File: src/common/mci_lite_settings.svh
// MCI lite settings
// Address map, field widths and sizes shared by the package and the RTL

`ifndef MCI_LITE_SETTINGS_SVH
`define MCI_LITE_SETTINGS_SVH

// Request field widths
`define MCI_ADDR_W          32
`define MCI_DATA_W          32
`define MCI_USER_W          32

// Low address bits seen by the decoder, upper bits alias
`define MCI_INTERNAL_ADDR_W 24

// Address windows, sizes in bytes
`define MCI_REG_START       32'h0000_0000
`define MCI_REG_SIZE        4096
`define MCI_MBOX0_START     32'h0040_0000
`define MCI_MBOX1_START     32'h0080_0000
`define MCI_MBOX_SIZE       1024
`define MCI_SRAM_START      32'h00C0_0000
`define MCI_SRAM_SIZE_KB    4

// Implemented words per target
`define MCI_REG_WORDS       16
`define MCI_MBOX_WORDS      16

// Read-only ID in register word 0
`define MCI_LITE_ID         32'h4D43_494C

`endif

File: src/common/mci_lite_pkg.sv
// MCI lite package
// Request, response, privilege and strap types for the subordinate block

`include "mci_lite_settings.svh"

package mci_lite_pkg;

    // Single-word SoC request, forwarded as is to every target
    typedef struct packed {
        logic [`MCI_ADDR_W-1:0] addr;
        logic [`MCI_DATA_W-1:0] wdata;
        logic                   write;
        logic [`MCI_USER_W-1:0] user;
    } soc_req_t;

    // Target side response
    typedef struct packed {
        logic [`MCI_DATA_W-1:0] rdata;
        logic                   hold;
        logic                   error;
    } tgt_rsp_t;

    // Registered response back to the SoC
    typedef struct packed {
        logic [`MCI_DATA_W-1:0] rdata;
        logic                   error;
    } soc_rsp_t;

    // Privileged user flags, all low when no request is active
    typedef struct packed {
        logic mcu_lsu;
        logic mcu_ifu;
        logic mcu;
        logic soc_config;
        logic sram_config;
    } priv_t;

    // Strapped AXI user values
    typedef struct packed {
        logic [`MCI_USER_W-1:0] mcu_lsu;
        logic [`MCI_USER_W-1:0] mcu_ifu;
        logic [`MCI_USER_W-1:0] sram_config;
        logic [`MCI_USER_W-1:0] soc_config;
    } strap_t;

endpackage

File: src/source/mci_lite_mbox.sv
// MCI lite mailbox
// Word 0 is a lock, read to acquire and write to release
// Data words take writes only while locked

`timescale 1ns/1ns

`include "mci_lite_settings.svh"

module mci_lite_mbox (
    input  logic                   clk,
    input  logic                   rst_n,
    input  logic                   dv,
    input  mci_lite_pkg::soc_req_t req,
    output mci_lite_pkg::tgt_rsp_t rsp
);

    localparam int OFS_W = $clog2(`MCI_MBOX_SIZE) - 2;
    localparam int IDX_W = $clog2(`MCI_MBOX_WORDS);

    logic [`MCI_DATA_W-1:0] data [1:`MCI_MBOX_WORDS-1];
    logic [OFS_W-1:0]       word_ofs;
    logic [IDX_W-1:0]       word_idx;
    logic                   in_range;
    logic                   lock_q;
    logic                   lock_acc;
    logic                   data_wr;
    logic [`MCI_DATA_W-1:0] rd_word;

    assign word_ofs = req.addr[OFS_W+1:2];
    assign word_idx = word_ofs[IDX_W-1:0];
    assign in_range = (word_ofs < OFS_W'(`MCI_MBOX_WORDS));
    assign lock_acc = dv & in_range & (word_idx == '0);
    // Data write only lands while locked
    assign data_wr  = dv & in_range & req.write & (word_idx != '0) & lock_q;

    //////////////////////////////
    // Lock and data words
    //////////////////////////////
    always_ff @(posedge clk or negedge rst_n) begin
        if (!rst_n) begin
            lock_q <= 1'b0;
            for (int i = 1; i < `MCI_MBOX_WORDS; i++) begin
                data[i] <= '0;
            end
        end else begin
            // Read sets the lock, write clears it
            if (lock_acc) lock_q <= ~req.write;
            for (int i = 1; i < `MCI_MBOX_WORDS; i++) begin
                if (data_wr && (word_idx == IDX_W'(i))) data[i] <= req.wdata;
            end
        end
    end

    always_comb begin
        // Old lock bit on word 0
        rd_word = {{(`MCI_DATA_W-1){1'b0}}, lock_q};
        for (int i = 1; i < `MCI_MBOX_WORDS; i++) begin
            if (word_idx == IDX_W'(i)) rd_word = data[i];
        end
        rsp.rdata = (dv & in_range & ~req.write) ? rd_word : '0;
        rsp.hold  = 1'b0;
        rsp.error = dv & (~in_range | (req.write & (word_idx != '0) & ~lock_q));
    end

endmodule

File: config.mk
export PLATFORM = sky130hd
export DESIGN_NAME = mci_lite_mbox
export DESIGN_NICKNAME = d
export VERILOG_FILES = /design/src/common/mci_lite_pkg.sv /design/src/source/mci_lite_mbox.sv
export VERILOG_INCLUDE_DIRS = /design/src /design/src/common
export SDC_FILE = /design/constraint.sdc
export NUM_CORES = 1
export LEC_CHECK = 0
export ABC_AREA = 1
export BUFFER_PORTS_ARGS = -buffer_cell sky130_fd_sc_hd__clkbuf_2
export CAP_MARGIN = 20
export CORE_ASPECT_RATIO = 1.2
export CORE_UTILIZATION = 35
export CTS_CLUSTER_SIZE = 20
export DETAILED_ROUTE_END_ITERATION = 8
export MAX_ROUTING_LAYER = met4
export PLACE_DENSITY = 0.5
export SLEW_MARGIN = 20
export SYNTH_ARGS = -nofsm -noshare
export SYNTH_HDL_FRONTEND = slang
export SYNTH_SLANG_ARGS = --single-unit
export TNS_END_PERCENT = 50
File: constraint.sdc
create_clock -name clk -period 2.69 [get_ports clk]
set_input_delay 0.1345 -clock clk [delete_from_list [all_inputs] [get_ports clk]]
set_output_delay 0.1345 -clock clk [all_outputs]
set_load 0.02 [all_outputs]
==> metrics.md <==
| Metric | Value |
|---|---|
| Drt wl/cell | 17.5 um |
| Core Box Area | 0.0609 sq mm |
| Clock Path Buffers | 3 |
| Switching pwr | 3.38 mW |
| Dpl cells | 3015 |
| Clock Pin Slew Worst Setup and Hold Paths | 0.06 ns |
| PortBufs | 76 |
| Critical path's top delay family | compound AO/OA/AOI/OAI gates |
| Worst skew pair latency | 0.56 ns |
| Post-place setup slack | 0.184 ns |
| Clock power share | 0.452 |
| Fin cells | 3103 |
| Synthesized area | 0.0217 sq mm |
| CTS tree | done |
| Crit. End Element | output port |
| Number of global-route vias before repair | 15300 |
| Required time worst endpoint | 2.56 ns |
| Mapped Avg Cell Area | 9.81 sq um |
| Layout area overhead | 15.4% |
| Fmax | 0.386 GHz |
| Sequential power share | 0.493 |
| R2R cell count | 5 |
| Yosys top cell area share | 0.556 |
| CP cell instances | inv_1 > o22ai_1 > a21oi_1 > o21ai_1 > a21oi_1 > o21ai_0 > a21oi_1 > nand4_1 > nor2_1 > nand4_1 > nand2_1 > inv_1 > clkbuf_2 |
| Synthesized net count | 2308 |
| Logic pwr share | 0.055 |
| Gr ovfl total | 0 |
| Most frequent CP cell | a21oi_1 |
| Hold path startpoint | req[61] |
| Final hold violations | 0 |
| Vias | 15400 |
| Layout cells sized above 1 | 0.238 |
| Finish-stage setup viols | 0 |
| Crit. Startpoint | data[420] |
| DRC Markers | 0 |
| WL final | 54.4 mm |
| Die Wd | 229 um |
| Initial DRC count | 1015 |
| Crit-path slowest cell | dfrtp_1 |
| Commonest non-fill, non-tap cell in the layout | dfrtp_1 |
| Placer congestion estimate | 0.828 |
| Antenna-violating nets left | 0 |
| I/O pin count | 134 |
| PnR worst setup slack | 0.100 ns |
| Crit Path Max Fanout | 2 |
| Fin crit period | 2.59 ns |
| Run status | completed |
| P_leak | 12.3 nW |
| Area contributors post-synth | dfrtp_1 (56%), mux2_2 (13%), nand2_1 (6.9%), o21ai_0 (6.6%), inv_1 (4.5%) |
| CTS Root Cell | clkbuf_16 |
| RSZ-0062 raised after global routing | yes |
| Worst EP arrival | 2.46 ns |
| Most frequent cells in the layout | dfrtp_1 (481), nand2_1 (395), o21ai_0 (265) |
| # nets final | 2362 |
| Worst-margin pin slew | 0.744 ns |
| R2r startpoint | lock_q |
| Crit Path Category | flop to output port |
| Slew Viols, Final | 0 |
| Startpoint Class | flop |
| Seq/Total Area, Yosys | 0.556 |
| Yosys warns | 0 |
| CTS sink cnt | 481 |
| Worst Hold Class | input pin to flop |
| Vias per inst | 4.96 |
| Clock Skew | 0.00919 ns |
| Initial antenna violation count | 1 |
| Worst path bufs/invs | 3 |
| Sw Share | 0.230 |
| Reg2reg end | data[118] |
| GR Util All Layers | 0.183 |
| Max Cap Viol | 0 |
| Site Rows | 99 |
| H-tree levels | 2 |
| Post-synthesis register bit count | 481 |
| Register-to-Register Setup Slack | 0.91 ns |
| Hold-critical path depth | 3 |
| Worst VDD drop | 467 uV |
| Cell variety after synth | 30 |
| Hold slack | 0.0391 ns |
| Slew headroom | 0.504 |
| Pwr Density | 589 mW/mm^2 |
| Area leader, netlist | dfrtp_1 |
| Initial Util | 0.356 |
| Largest net degree at the start of global routing | 83 |
| Internal power | 11.3 mW |
| Pre-antenna DRT Iters | 7 |
| Die ar. | 0.0629 sq mm |
| First-pass GRT wire length | 88.7 mm |
| Min-Delay Endpoint | data[220] |
| Post-synthesis cell count | 2208 |
| Die Y | 275 um |
| Post-DP HPWL | 36.7 mm |
| Crit-path max cell delay | 0.36 ns |
| Final Cycle Share | 0.963 |
| Cts bufs inserted | 48 |
[flip-flops by register name, indices dropped and copies added, names as in the netlist]
| register | count |
|---|---|
| lock_q | 1 |
| data | 480 |
[layout make-up]
type	count	area [sq um]
fill	5985	35900
tap	808	1010
multi-input combinational	1314	8160
clock buffer	78	1470
clock inverter	4	70.1
timing repair buffer	152	1260
inverter	265	995
antenna	1	2.50
sequential	481	12000
[metal layers]
| metal | part of all wire | vias up | GRT usage |
|---|---|---|---|
| met4 | 0.017 | 0 | 0.0423 |
| met5 | 0 | - | - |
| li1 | - | 7359 | - |
| met3 | 0.038 | 62 | 0.0180 |
| met2 | 0.46 | 295 | 0.286 |
| met1 | 0.49 | 7675 | 0.257 |
[cell usage after synthesis]
master,number
o32ai_1,1
a21boi_0,1
dfrtp_1,481
buf_2,38
nand4_2,1
o211ai_1,5
clkbuf_1,91
buf_6,1
o2111ai_1,25
mux2_1,9
nor2_2,7
nand2_2,1
nor2_4,12
nand2_1,396
inv_1,262
o221ai_1,5
inv_2,3
a21oi_1,133
o22ai_1,36
nand3_1,21
conb_1,1
o21ai_0,287
nor4_1,2
a21boi_2,1
nand4_1,28
buf_4,18
nor2_1,81
nor3_1,4
nor4_2,1
mux2_2,256
[worst min-delay path, stage by stage]
cell and delay, ns:
clkbuf_2 0.23, nand2_1 0.12, o21ai_0 0.07
[how the worst max path moves through the flow]
stage | end | slack, ns | cells past startpoint
global route | rsp[12] | -0.05 | 13
floorplan | rsp[23] | 0.87 | 12
finish | rsp[6] | 0.10 | 13
CTS | rsp[26] | 0.0004 | 13
detailed placement | rsp[17] | 0.18 | 16
global placement | rsp[32] | 0.20 | 16
[power by group through the flow]
stage          clock [mW]  combinational [mW]  sequential [mW]
6_report             6.65               0.816             7.25
5_1_grt              7.11               0.914             7.25
4_1_cts              6.85               0.803             7.25
3_5_place_dp            0               0.795             7.38
3_3_place_gp            0               0.786             7.38
2_1_floorplan           0               0.325             7.39
[metrics by stage]
stage	utilization	setup TNS [ns]	area [sq um]	power, mW
final	0.410	0	25000	14.7
after global routing	0.410	-0.464	25000	15.3
after CTS	0.407	0	24800	14.9
after detailed placement	0.381	0	23200	8.18
after global placement	0.381	0	23200	8.17
after floorplan	-	0	21700	7.71
[kinds of logic (layout without fill, tap and decap cells)]
logic type | after synthesis | after routing | synth area share
other | 1 | 2 | 0.000173
DFF | 481 | 481 | 0.556
buffers and inverters | 413 | 499 | 0.0772
AOI/OAI and AO/OA | 494 | 494 | 0.123
and+or+nand+nor | 554 | 554 | 0.107
muxes | 265 | 265 | 0.138
[what timing repair did]
| action | CTS | global route |
|---|---|---|
| gates resized for setup | 3 | 76 |
| endpoints found under the hold margin | 72 | 0 |
| endpoints found under the setup margin | 3 | 26 |
| pin swaps | 0 | 31 |
| hold buffers | 5 | 0 |
| buffers inserted | 0 | 0 |
No activity file was read; power rests on OpenSTA's default activity.
