<file path="src/common/mci_lite_settings.svh">
// MCI lite settings
// Address map, field widths and sizes shared by the package and the RTL

`ifndef MCI_LITE_SETTINGS_SVH
`define MCI_LITE_SETTINGS_SVH

// Request field widths
`define MCI_ADDR_W          32
`define MCI_DATA_W          32
`define MCI_USER_W          32

// Low address bits seen by the decoder, upper bits alias
`define MCI_INTERNAL_ADDR_W 24

// Address windows, sizes in bytes
`define MCI_REG_START       32'h0000_0000
`define MCI_REG_SIZE        4096
`define MCI_MBOX0_START     32'h0040_0000
`define MCI_MBOX1_START     32'h0080_0000
`define MCI_MBOX_SIZE       1024
`define MCI_SRAM_START      32'h00C0_0000
`define MCI_SRAM_SIZE_KB    4

// Implemented words per target
`define MCI_REG_WORDS       16
`define MCI_MBOX_WORDS      16

// Read-only ID in register word 0
`define MCI_LITE_ID         32'h4D43_494C

`endif

</file>
<file path="src/common/mci_lite_pkg.sv">
// MCI lite package
// Request, response, privilege and strap types for the subordinate block

`include "mci_lite_settings.svh"

package mci_lite_pkg;

    // Single-word SoC request, forwarded as is to every target
    typedef struct packed {
        logic [`MCI_ADDR_W-1:0] addr;
        logic [`MCI_DATA_W-1:0] wdata;
        logic                   write;
        logic [`MCI_USER_W-1:0] user;
    } soc_req_t;

    // Target side response
    typedef struct packed {
        logic [`MCI_DATA_W-1:0] rdata;
        logic                   hold;
        logic                   error;
    } tgt_rsp_t;

    // Registered response back to the SoC
    typedef struct packed {
        logic [`MCI_DATA_W-1:0] rdata;
        logic                   error;
    } soc_rsp_t;

    // Privileged user flags, all low when no request is active
    typedef struct packed {
        logic mcu_lsu;
        logic mcu_ifu;
        logic mcu;
        logic soc_config;
        logic sram_config;
    } priv_t;

    // Strapped AXI user values
    typedef struct packed {
        logic [`MCI_USER_W-1:0] mcu_lsu;
        logic [`MCI_USER_W-1:0] mcu_ifu;
        logic [`MCI_USER_W-1:0] sram_config;
        logic [`MCI_USER_W-1:0] soc_config;
    } strap_t;

endpackage

</file>
<file path="src/sub_decode/mci_lite_sub_decode.sv">
// MCI lite subordinate decode
// Routes the internal request to one of four targets by address range,
// merges the chosen target's response, flags misses as errors and
// detects privileged AXI users from the straps

`timescale 1ns/1ns

`include "mci_lite_settings.svh"

module mci_lite_sub_decode (
    // Clock and reset not needed by the combinational decode
    input  logic                   clk,
    input  logic                   rst_n,
    input  logic                   dv,
    input  mci_lite_pkg::soc_req_t req,
    output mci_lite_pkg::tgt_rsp_t rsp,
    input  mci_lite_pkg::strap_t   straps,
    output mci_lite_pkg::priv_t    priv,
    output logic                   reg_dv,
    output logic                   sram_dv,
    output logic                   mbox0_dv,
    output logic                   mbox1_dv,
    output mci_lite_pkg::soc_req_t tgt_req,
    input  mci_lite_pkg::tgt_rsp_t reg_rsp,
    input  mci_lite_pkg::tgt_rsp_t sram_rsp,
    input  mci_lite_pkg::tgt_rsp_t mbox0_rsp,
    input  mci_lite_pkg::tgt_rsp_t mbox1_rsp
);

    // Window limits, inclusive
    localparam logic [`MCI_ADDR_W-1:0] REG_END   = `MCI_REG_START + `MCI_REG_SIZE - 1;
    localparam logic [`MCI_ADDR_W-1:0] MBOX0_END = `MCI_MBOX0_START + `MCI_MBOX_SIZE - 1;
    localparam logic [`MCI_ADDR_W-1:0] MBOX1_END = `MCI_MBOX1_START + `MCI_MBOX_SIZE - 1;
    localparam logic [`MCI_ADDR_W-1:0] SRAM_END  =
        `MCI_SRAM_START + (`MCI_SRAM_SIZE_KB * 1024) - 1;

    logic [`MCI_ADDR_W-1:0] int_addr;
    logic                   miss;
    logic                   soc_cfg_disable;
    logic                   soc_cfg_force;
    logic                   soc_cfg_match;

    //////////////////////////////
    // Range decode
    //////////////////////////////
    // Upper address bits dropped, so windows alias
    assign int_addr = `MCI_ADDR_W'(req.addr[`MCI_INTERNAL_ADDR_W-1:0]);

    assign reg_dv   = dv & (int_addr inside {[`MCI_REG_START : REG_END]});
    assign mbox0_dv = dv & (int_addr inside {[`MCI_MBOX0_START : MBOX0_END]});
    assign mbox1_dv = dv & (int_addr inside {[`MCI_MBOX1_START : MBOX1_END]});
    assign sram_dv  = dv & (int_addr inside {[`MCI_SRAM_START : SRAM_END]});

    // No window hit
    assign miss = dv & ~(reg_dv | mbox0_dv | mbox1_dv | sram_dv);

    // Same request to every target, dv picks the one that acts
    assign tgt_req = req;

    //////////////////////////////
    // Response merge
    //////////////////////////////
    always_comb begin
        rsp.rdata = '0;
        if (reg_dv) begin
            rsp.rdata = reg_rsp.rdata;
        end else if (sram_dv) begin
            rsp.rdata = sram_rsp.rdata;
        end else if (mbox0_dv) begin
            rsp.rdata = mbox0_rsp.rdata;
        end else if (mbox1_dv) begin
            rsp.rdata = mbox1_rsp.rdata;
        end

        // Only the selected target may stall
        rsp.hold = (reg_dv   & reg_rsp.hold)
                 | (sram_dv  & sram_rsp.hold)
                 | (mbox0_dv & mbox0_rsp.hold)
                 | (mbox1_dv & mbox1_rsp.hold);

        // Miss errors without hold
        rsp.error = (reg_dv   & reg_rsp.error)
                  | (sram_dv  & sram_rsp.error)
                  | (mbox0_dv & mbox0_rsp.error)
                  | (mbox1_dv & mbox1_rsp.error)
                  | miss;
    end

    //////////////////////////////
    // Privileged user detect
    //////////////////////////////
    // All zeros disables the soc_config user
    assign soc_cfg_disable = ~|straps.soc_config;
    // All ones treats every user as soc_config
    assign soc_cfg_force   = &straps.soc_config;
    assign soc_cfg_match   = (req.user == straps.soc_config);

    always_comb begin
        priv.mcu_lsu     = dv & (req.user == straps.mcu_lsu);
        priv.mcu_ifu     = dv & (req.user == straps.mcu_ifu);
        priv.mcu         = priv.mcu_lsu | priv.mcu_ifu;
        priv.sram_config = dv & (req.user == straps.sram_config);
        priv.soc_config  = dv & ((soc_cfg_match & ~soc_cfg_disable) | soc_cfg_force);
    end

endmodule

</file>
<file path="config.mk">
export PLATFORM = sky130hd
export DESIGN_NAME = mci_lite_sub_decode
export DESIGN_NICKNAME = d
export VERILOG_FILES = /design/src/common/mci_lite_pkg.sv /design/src/sub_decode/mci_lite_sub_decode.sv
export VERILOG_INCLUDE_DIRS = /design/src /design/src/common
export SDC_FILE = /design/constraint.sdc
export NUM_CORES = 1
export LEC_CHECK = 0
export BUFFER_PORTS_ARGS = -buffer_cell sky130_fd_sc_hd__clkbuf_2
export CAP_MARGIN = 40
export CORE_AREA = 4 4 197 199
export DETAILED_ROUTE_END_ITERATION = 7
export DIE_AREA = 0 0 201 203
export GPL_ROUTABILITY_DRIVEN = 0
export PLACE_DENSITY = 0.37
export SYNTH_ARGS = -nofsm -noshare
export SYNTH_HDL_FRONTEND = slang
export SYNTH_SLANG_ARGS = --single-unit
export TNS_END_PERCENT = 10
</file>
<file path="constraint.sdc">
create_clock -name vclk -period 1.4
set_clock_uncertainty 0.1 [all_clocks]
set_input_delay 0.07 -clock vclk [all_inputs]
set_output_delay 0.07 -clock vclk [all_outputs]
set_load 0.03 [all_outputs]
</file>
==> results.sh <==
export IMPL_drive_gt1_share_pct=66.2
export IMPL_slew_headroom_pct=68.7
export IMPL_ios=504
export IMPL_finalSetupViolations=40
export IMPL_slowest_stage="nor4_2"
export IMPL_crit_family="simple AND/OR/NAND/NOR gates"
export IMPL_antenna_found_initial=1
export IMPL_p_leak_nw=3.56
export IMPL_worstPathBufferInverterCount=3
export IMPL_required_ns=1.23
export IMPL_fin_cells=1420
export IMPL_cp_start_kind="input port"
export IMPL_grt_max_degree=44
export IMPL_m1WireLength_mm=9.25
export IMPL_synth_warnings=0
export IMPL_path_max_fanout=4
export IMPL_status="finished with violations"
export IMPL_grt_pass1_vias=5903
export IMPL_nets=1312
export IMPL_grt_pass1_wl_mm=37.2
export IMPL_yosysUniqueCellTypes=26
export IMPL_rsz0062_at_grt="true"
export IMPL_top_layer="met4"
export IMPL_syn_area_per_cell_um2=6.72
export IMPL_drt_pass1_iterations=4
export IMPL_dr_total_vias=5525
export IMPL_start_util_pct=9.93
export IMPL_dp_cells=1415
export IMPL_ir_worst_vdd_uv=152
export IMPL_cp_end_kind="output pin"
export IMPL_fin_util_pct=21.0
export IMPL_syn_area_um2=3700
export IMPL_hold_viol_final=0
export IMPL_grt_use_total_pct=11.7
export IMPL_die_height_um=203
export IMPL_max_cap_viol_count=0
export IMPL_min_path_type="in2out"
export IMPL_min_period_over_period_pct=134
export IMPL_antenna_cells=0
export IMPL_power_density_nw_per_um2=277
export IMPL_layout_setup_ws_ns=-0.478
export IMPL_timing_fmax_mhz=532
export IMPL_syn_inst=550
export IMPL_vias_per_cell=3.89
export IMPL_dpl_hpwl_mm=22.9
export IMPL_worstPathCellList="clkbuf_2 -> xor2_1 -> nor4_2 -> buf_4 -> nand4_1 -> nor4_4 -> or2_4 -> buf_8"
export IMPL_port_buffer_count=400
export IMPL_synth_seq_area_share_pct=0
export IMPL_design_seq_count=0
export IMPL_std_cell_rows=71
export IMPL_wl_met3_mm=2.06
export IMPL_drt_iter0_drc=206
export IMPL_critPathArrivalTime_ns=1.71
export IMPL_drcViolationCount=0
export IMPL_core_area_um2=37200
export IMPL_violations="negative setup slack"
export IMPL_tightest_slew_ns=0.470
export IMPL_ant_nets=0
export IMPL_final_seq_area_um2=0
export IMPL_die_area_um2=40800
export IMPL_synth_fp_nets=914
export IMPL_slew_violations=0
export IMPL_fillers=4222
export IMPL_wl_mm=26.0
export IMPL_area_growth_pct=112
export IMPL_clkbuf_count=0
export IMPL_period_minus_slack_ns=1.88
export IMPL_met2WireLength_mm=14.0
export IMPL_wl_per_cell_um=18.3
export IMPL_die_x_um=201
export IMPL_path_class="in2out"
export IMPL_setup_tns_ns=-3.35
export IMPL_max_stage_delay_ns=0.34
export IMPL_grt_overflow=0
export IMPL_finalPower_w=0.00217
-- per-layer routing --
layer  up-vias  global-route usage (%)
li1       2653                       -
met1      2513                    12.2
met2       317                    23.1
met3        42                    2.92
met4         0                    3.12
met5         -                   0.238
-- report_power, final --
part | internal [W] | switching (W)
Clock | 0 | 0
Combinational | 0.00106 | 0.00111
Sequential | 0 | 0
Total | 0.00106 | 0.00111
-- layout by cell type (no fill, tap or decap), drive strengths merged --
cell,netlist,final
buf,109,140
o22ai,1,1
nor2b,33,33
nand2,39,39
nand3,6,6
and3,2,2
a21oi,33,33
o21ai,4,4
inv,2,2
a22oi,1,1
xnor2,56,56
nor4b,1,1
nor3,7,7
nand4,25,25
clkbuf,23,388
o2111ai,1,1
xor2,73,73
nor4,32,32
a311oi,33,33
a211oi,33,33
or2,1,1
nor2,35,35
-- cell usage after synthesis --
master	count	area share, %
nor2_1	34	3.5
nand3_1	6	0.81
a22oi_1	1	0.20
clkbuf_1	23	2.3
nand4_1	25	4.2
nor2_2	1	0.17
or2_1	1	0.17
o22ai_1	1	0.17
nand2_1	39	4.0
xor2_1	73	17
buf_1	7	0.71
xnor2_1	56	13
a311oi_1	33	7.8
o2111ai_1	1	0.24
nor3_1	7	0.95
buf_2	5	0.68
inv_1	2	0.20
o21ai_0	4	0.54
nor4b_1	1	0.24
nor4_2	2	0.68
and3_1	2	0.34
buf_4	97	20
nor2b_1	33	5.6
a211oi_1	33	6.7
a21oi_1	33	4.5
nor4_1	30	5.1
-- kinds of logic (layout without fill, tap and decap cells) --
kind of cell,after synthesis,after routing,share of synthesized area (%)
AO/OA/AOI/OAI,106,106,20.1
XOR/XNOR,129,129,30.6
buffers and inverters,134,530,23.6
AND/OR/NAND/NOR,181,181,25.7
-- cell type report --
cell class                      instances  area (um2)  area share, %
Inverter                                2        7.51         0.0959
Multi-Input combinational cell        416        3510           44.9
Tap cell                              474         593           7.58
Timing Repair Buffer                  528        3710           47.5
-- through the flow --
step | hold slack [ns] | area (um2) | setup slack (ns)
after floorplan | 0.172 | 3880 | -0.256
after global placement | 0.0402 | 6630 | -1.04
after detailed placement | 0.0402 | 6630 | -1.07
after CTS | 0.0402 | 7570 | -0.626
after global routing | 0.0400 | 7830 | -0.548
final | 0.0400 | 7830 | -0.478
-- timing repair --
action,CTS,global route
cloned,0,0
endpoints found under the setup margin,43,43
gates resized for setup,185,52
setup buffers,4,2
pin swaps,46,35
hold buffers,0,0
-- final timing paths --
| path | start | endpoint | slack, ns | depth (start not counted) |
|---|---|---|---|---|
| max | req[30] | priv[2] | -0.48 | 8 |
| min | req[37] | tgt_req[37] | 0.04 | 0 |
No activity file was read; power rests on OpenSTA's default activity.
